## src/mem_stage_config.svh

```systemverilog
`ifndef MEM_STAGE_CONFIG_SVH
`define MEM_STAGE_CONFIG_SVH

// datapath widths
`define MEM_XLEN            32
`define MEM_BYTE_W          8
`define MEM_HALF_W          16

// register file index
`define MEM_REG_ADDR_W      5

// opcode field carried from execute
`define MEM_OP_W            8

// two issue lanes
`define MEM_ISSUE_W         2

// exception flag vector from execute
`define MEM_EXC_W           5

// commit adds one memory-stage flag below the incoming ones
`define MEM_COMMIT_EXC_W    (`MEM_EXC_W + 1)

`endif

```

## src/mem_stage_pkg.sv

```systemverilog
`default_nettype none

`include "mem_stage_config.svh"

package mem_pkg;

    // load opcodes seen by the memory stage
    typedef enum logic [`MEM_OP_W-1:0] {
        op_none  = 8'h00,
        op_ld_b  = 8'h20,
        op_ld_bu = 8'h21,
        op_ld_h  = 8'h22,
        op_ld_hu = 8'h23,
        op_ld_w  = 8'h24,
        op_ll_w  = 8'h25,
        op_other = 8'hff   // any non-load
    } mem_op_e;

    // one lane leaving execute
    typedef struct packed {
        logic                       valid;
        logic [`MEM_XLEN-1:0]       pc;
        mem_op_e                    op;
        logic [`MEM_XLEN-1:0]       mem_addr;
        logic                       reg_write_en;
        logic [`MEM_REG_ADDR_W-1:0] reg_write_addr;
        logic [`MEM_XLEN-1:0]       reg_write_data;
        logic [`MEM_EXC_W-1:0]      exc_flags;
    } mem_lane_t;

    // register write toward forwarding and writeback
    typedef struct packed {
        logic                       en;
        logic [`MEM_REG_ADDR_W-1:0] addr;
        logic [`MEM_XLEN-1:0]       data;
    } reg_write_t;

    // one lane toward commit control
    typedef struct packed {
        logic                         valid;
        logic [`MEM_XLEN-1:0]         pc;
        logic [`MEM_XLEN-1:0]         addr;
        logic [`MEM_COMMIT_EXC_W-1:0] exc_flags;
    } commit_t;

    function automatic logic is_load_op(input mem_op_e op);
        logic hit;
        case (op)
            op_ld_b,
            op_ld_bu,
            op_ld_h,
            op_ld_hu,
            op_ld_w,
            op_ll_w: hit = 1'b1;
            default: hit = 1'b0;
        endcase
        return hit;
    endfunction

endpackage

`default_nettype wire

```

## src/load_align.sv

```systemverilog
`timescale 1ns/1ns
`default_nettype none

`include "mem_stage_config.svh"

module load_align (
    input  mem_pkg::mem_op_e        op,
    input  logic [1:0]              addr_low,
    input  logic [`MEM_XLEN-1:0]    read_data,
    input  logic                    data_ok,
    input  logic                    lane_valid,
    input  logic [`MEM_XLEN-1:0]    reg_write_data,
    output logic [`MEM_XLEN-1:0]    result,
    output logic                    load_pending
);

    import mem_pkg::*;

    logic                   is_load;
    logic [`MEM_BYTE_W-1:0] byte_sel;
    logic [`MEM_HALF_W-1:0] half_sel;
    logic [`MEM_XLEN-1:0]   byte_sext;
    logic [`MEM_XLEN-1:0]   byte_zext;
    logic [`MEM_XLEN-1:0]   half_sext;
    logic [`MEM_XLEN-1:0]   half_zext;

    assign is_load = is_load_op(op);

    // byte lane picked by the low address bits
    always_comb begin
        case (addr_low)
            2'd0:    byte_sel = read_data[7:0];
            2'd1:    byte_sel = read_data[15:8];
            2'd2:    byte_sel = read_data[23:16];
            default: byte_sel = read_data[31:24];
        endcase
    end

    // halfword only on a 2-byte boundary
    always_comb begin
        case (addr_low)
            2'd0:    half_sel = read_data[15:0];
            2'd2:    half_sel = read_data[31:16];
            default: half_sel = '0;   // misaligned, no exception raised here
        endcase
    end

    assign byte_sext = {{(`MEM_XLEN - `MEM_BYTE_W){byte_sel[`MEM_BYTE_W-1]}}, byte_sel};
    assign byte_zext = {{(`MEM_XLEN - `MEM_BYTE_W){1'b0}}, byte_sel};
    assign half_sext = {{(`MEM_XLEN - `MEM_HALF_W){half_sel[`MEM_HALF_W-1]}}, half_sel};
    assign half_zext = {{(`MEM_XLEN - `MEM_HALF_W){1'b0}}, half_sel};

    always_comb begin
        result = reg_write_data;   // non-loads pass through
        if (is_load) begin
            if (!data_ok) begin
                result = '0;
            end else begin
                case (op)
                    op_ld_b:  result = byte_sext;
                    op_ld_bu: result = byte_zext;
                    op_ld_h:  result = half_sext;
                    op_ld_hu: result = half_zext;
                    default:  result = read_data;   // ld.w, ll.w
                endcase
            end
        end
    end

    // waiting on the data cache
    assign load_pending = lane_valid & is_load & ~data_ok;

endmodule

`default_nettype wire

```

## src/mem_stage.sv

```systemverilog
`timescale 1ns/1ns
`default_nettype none

`include "mem_stage_config.svh"

module mem_stage (
    input  mem_pkg::mem_lane_t  [`MEM_ISSUE_W-1:0] lanes,
    input  logic                [`MEM_XLEN-1:0]    dcache_read_data,
    input  logic                                   data_ok,
    output mem_pkg::reg_write_t [`MEM_ISSUE_W-1:0] pf_write,
    output mem_pkg::reg_write_t [`MEM_ISSUE_W-1:0] wb_write,
    output mem_pkg::commit_t    [`MEM_ISSUE_W-1:0] commit,
    output logic                                   pause_mem
);

    import mem_pkg::*;

    reg_write_t [`MEM_ISSUE_W-1:0]              lane_write;
    logic       [`MEM_ISSUE_W-1:0][`MEM_XLEN-1:0] lane_result;
    logic       [`MEM_ISSUE_W-1:0]              lane_pending;
    logic       [`MEM_ISSUE_W-1:0]              lane_exc;
    logic                                       any_exc;

    // lane 0 load path
    load_align u_lane0 (
        .op             (lanes[0].op),
        .addr_low       (lanes[0].mem_addr[1:0]),
        .read_data      (dcache_read_data),
        .data_ok        (data_ok),
        .lane_valid     (lanes[0].valid),
        .reg_write_data (lanes[0].reg_write_data),
        .result         (lane_result[0]),
        .load_pending   (lane_pending[0])
    );

    // lane 1 shares the same cache read word
    load_align u_lane1 (
        .op             (lanes[1].op),
        .addr_low       (lanes[1].mem_addr[1:0]),
        .read_data      (dcache_read_data),
        .data_ok        (data_ok),
        .lane_valid     (lanes[1].valid),
        .reg_write_data (lanes[1].reg_write_data),
        .result         (lane_result[1]),
        .load_pending   (lane_pending[1])
    );

    // register write as it arrived from execute
    always_comb begin
        for (int i = 0; i < `MEM_ISSUE_W; i++) begin
            lane_write[i].en   = lanes[i].reg_write_en;
            lane_write[i].addr = lanes[i].reg_write_addr;
            lane_write[i].data = lanes[i].reg_write_data;
        end
    end

    // forwarding sees the unaligned value, writeback the loaded one
    always_comb begin
        for (int i = 0; i < `MEM_ISSUE_W; i++) begin
            pf_write[i]      = lane_write[i];
            wb_write[i].en   = lane_write[i].en;
            wb_write[i].addr = lane_write[i].addr;
            wb_write[i].data = lane_result[i];
        end
    end

    always_comb begin
        for (int i = 0; i < `MEM_ISSUE_W; i++) begin
            commit[i].valid     = lanes[i].valid;
            commit[i].pc        = lanes[i].pc;
            commit[i].addr      = lanes[i].mem_addr;
            commit[i].exc_flags = {lanes[i].exc_flags, 1'b0};   // mem stage adds no fault
        end
    end

    // any flag in either lane, valid or not
    always_comb begin
        for (int i = 0; i < `MEM_ISSUE_W; i++) begin
            lane_exc[i] = |lanes[i].exc_flags;
        end
    end

    assign any_exc = |lane_exc;

    // a faulting lane flushes, so no point stalling for data
    assign pause_mem = (|lane_pending) & ~any_exc;

endmodule

`default_nettype wire

```

## config.mk

```make
export PLATFORM = sky130hd
export DESIGN_NAME = mem_stage
export DESIGN_NICKNAME = d
export VERILOG_FILES = /design/src/mem_stage_pkg.sv /design/src/load_align.sv /design/src/mem_stage.sv
export VERILOG_INCLUDE_DIRS = /design/src
export SDC_FILE = /design/constraint.sdc
export NUM_CORES = 1
export LEC_CHECK = 0
export ABC_CLOCK_PERIOD_IN_PS = 1500
export BUFFER_PORTS_ARGS = -buffer_cell sky130_fd_sc_hd__clkbuf_2
export CAP_MARGIN = 20
export CORE_AREA = 3 3 218 220
export DETAILED_ROUTE_END_ITERATION = 10
export DIE_AREA = 0 0 221 223
export PLACE_DENSITY = 0.3
export SYNTH_ARGS = -nofsm -noshare
export SYNTH_HDL_FRONTEND = slang
export SYNTH_HIERARCHICAL = 1
export SYNTH_SLANG_ARGS = --single-unit
```

## constraint.sdc

```tcl
create_clock -name vclk -period 1.5
set_input_delay 0 -clock vclk [all_inputs]
set_output_delay 0 -clock vclk [all_outputs]
set_load 0.05 [all_outputs]
```

==> flow_metrics.py <==
metrics = {
    "status": {
        "status": "finished, final reports clean",
    },
    "logic_synthesis": {
        "syn_inst": 511,
        "ys_warn_count": 6,
        "yosysSeqAreaShare": 0,
        "avgSynthCellArea_um2": 7.728,
        "yosys.area.top_type": "buf_4",
        "synth.top_cell.area_share": 0.4449,
        "synth.cell_area_um2": 3949,
        "synthTopCellsByArea": "buf_4, a221o_1, mux2_2",
        "ys_types": 34,
    },
    "route": {
        "wl_um": 27480,
        "first_pass_iters": 5,
        "wl_per_cell_um": 22.88,
        "drt_iter0_drc": 248,
        "vias": 4196,
        "via_per_inst": 3.494,
        "ant_nets": 0,
        "drcViolationCount": 0,
    },
    "place": {
        "portBuffers": 274,
        "gp_congestion": 0.7221,
        "dpl.hpwl_um": 24270,
        "dpl_worst_slack_ps": -246.3,
    },
    "grt": {
        "grt_usage": 0.1040,
        "grt_pass1_wl_um": 36430,
        "grt_max_degree": 21,
        "antenna_found_initial": 1,
        "grt_use_met2": 0.1903,
        "use_met3": 0.02789,
        "grt_busiest_layer": "met2",
        "overflow": 0,
        "grt.met1_usage": 0.1164,
        "grt_pass1_vias": 4370,
    },
    "sta": {
        "period_share": 0.9858,
        "setup_slack_ps": 21.30,
        "drv_slew": 0,
        "rsz0062_at_grt": "yes",
        "tightestPinTransition_ps": 635.3,
        "finalCriticalPeriod_ps": 1479,
        "maxSlewHeadroom": 0.5726,
        "finalSetupViolations": 0,
        "timing.fmax_ghz": 0.6763,
        "holdWs_ps": 0.01398,
        "hold_violations": 0,
    },
    "layout": {
        "num_antenna_cells": 0,
        "seq_cell_count": 0,
        "regArea_um2": 0,
        "areaGrowthSynthToFinish_pct": 43.47,
        "n_fill_cell": 5290,
        "drive_above_1_share": 0.6656,
        "postLayoutCoreUtil": 0.1246,
        "fin_nets": 868,
        "nClkBuffers": 0,
    },
    "worst_setup_path": {
        "crit_path_start_kind": "input pin",
        "crit_required_ps": 1500,
        "cp.depth": 8,
        "critPathMaxStageDelay_ps": 380,
        "path_max_fanout": 7,
        "path_delay_family": "buffers and inverters",
        "arrival_ps": 1480,
        "worst-path-buf-inv": 4,
        "cpMostUsedCell": "buf_12",
        "path_class": "input pin to output port",
        "crit_chain": "clkbuf_16 -> buf_12 -> mux2_2 -> a2bb2oi_2 -> nor3b_4 -> buf_4 -> a221o_1 -> buf_12",
        "worst_path_max_delay_cell": "mux2_2",
        "crit_path_end_kind": "output port",
    },
    "power": {
        "ir_worst_vdd_v": 0.0001510,
        "p_leak_nw": 2.561,
        "finalPower_mw": 2.280,
        "power_per_cell_area_nw_per_um2": 402.4,
    },
    "hold_path": {
        "hold_depth": 0,
        "hold_class": "input pin to output port",
    },
    "flow_run": {
        "drv_cap": 0,
    },
    "die": {
        "die_w_um": 221,
        "core_area_um2": 45480,
        "die_area_um2": 49280,
        "rows": 78,
        "start_util": 0.08683,
        "ios": 560,
        "dieHeight_um": 223,
    },
}
-- cell families (layout without fill, tap and decap cells) --
| logic type | after synthesis | count (layout) | share of synthesized area |
|---|---|---|---|
| AOI/OAI and AO/OA | 109 | 109 | 0.2456 |
| xor gates and xnor gates | 2 | 2 | 0.004437 |
| buffers and inverters | 280 | 369 | 0.5032 |
| muxes | 34 | 34 | 0.09189 |
| other | 1 | 2 | 0.0009497 |
| and+or+nand+nor | 85 | 85 | 0.1540 |
-- placed cells by master, fill, tap and decap left out, types with 4 or more instances in the layout --
master | netlist | routed
nand3_1 | 14 | 14
mux2_2 | 18 | 16
nor2b_1 | 12 | 10
nor2_1 | 5 | 5
nor4b_4 | 4 | 4
a32o_1 | 14 | 14
buf_6 | 6 | 10
nand2_1 | 16 | 15
a2bb2oi_1 | 12 | 10
o21ai_0 | 20 | 20
clkbuf_2 | 0 | 204
buf_12 | 0 | 46
nor3b_4 | 2 | 4
nor3b_1 | 16 | 11
buf_4 | 234 | 75
a22oi_2 | 4 | 4
inv_1 | 16 | 16
a221o_1 | 46 | 46
buf_2 | 10 | 6
mux2i_1 | 16 | 16
-- per-stage QoR --
step | TNS, ps | std cells | instance area [µm²]
after detailed placement | -6445 | 1196 | 5391
final | 0 | 1201 | 5665
after global routing | -745.7 | 1201 | 5665
after floorplan | 0 | 512 | 3968
after CTS | -149.4 | 1199 | 5548
after global placement | -6104 | 1196 | 5391
-- area by class of cell --
type                            instances  area, µm²  area share
Inverter                               18      67.56     0.01193
Multi-Input combinational cell        232       2066      0.3646
Tap cell                              600      750.7      0.1325
Timing Repair Buffer                  351       2781      0.4909
-- routing by layer --
metal  share of wire  up-vias
met1            0.38     1985
li1                -     1818
met5         0.00047        -
met3           0.080       74
met4           0.044        2
met2            0.50      317
-- report_power, final --
group | switching (mW) | leakage, nW | internal, mW | total [mW]
combinational | 1.47 | 2.56 | 0.813 | 2.28
sequential | 0 | 0 | 0 | 0
clock | 0 | 0 | 0 | 0
total | 1.47 | 2.56 | 0.813 | 2.28
-- final timing paths --
kind / startpoint / endpoint / slack (ps)
worst max-delay path: lanes[44] / wb_write[1] / 20
worst min-delay path: lanes[162] / commit[80] / 0.01
-- repair_timing --
action,CTS,global route
pin swaps,12,17
setup endpoints to repair,62,58
hold buffers,0,0
gates resized for setup,41,48
setup buffers,6,3
-- cell usage after synthesis (all sizes together) (3+ instances only) --
master / number
nor2b: 12
a32o: 14
mux2: 18
o21ai: 20
nor3b: 18
a41oi: 4
a221o: 46
nor4: 4
buf: 250
clkbuf: 12
nand2: 16
a2bb2oi: 12
mux2i: 16
and3b: 4
nor4b: 4
nor2: 5
o2111a: 3
nand3: 14
a22oi: 4
inv: 18
No activity file was read; power rests on OpenSTA's default activity.
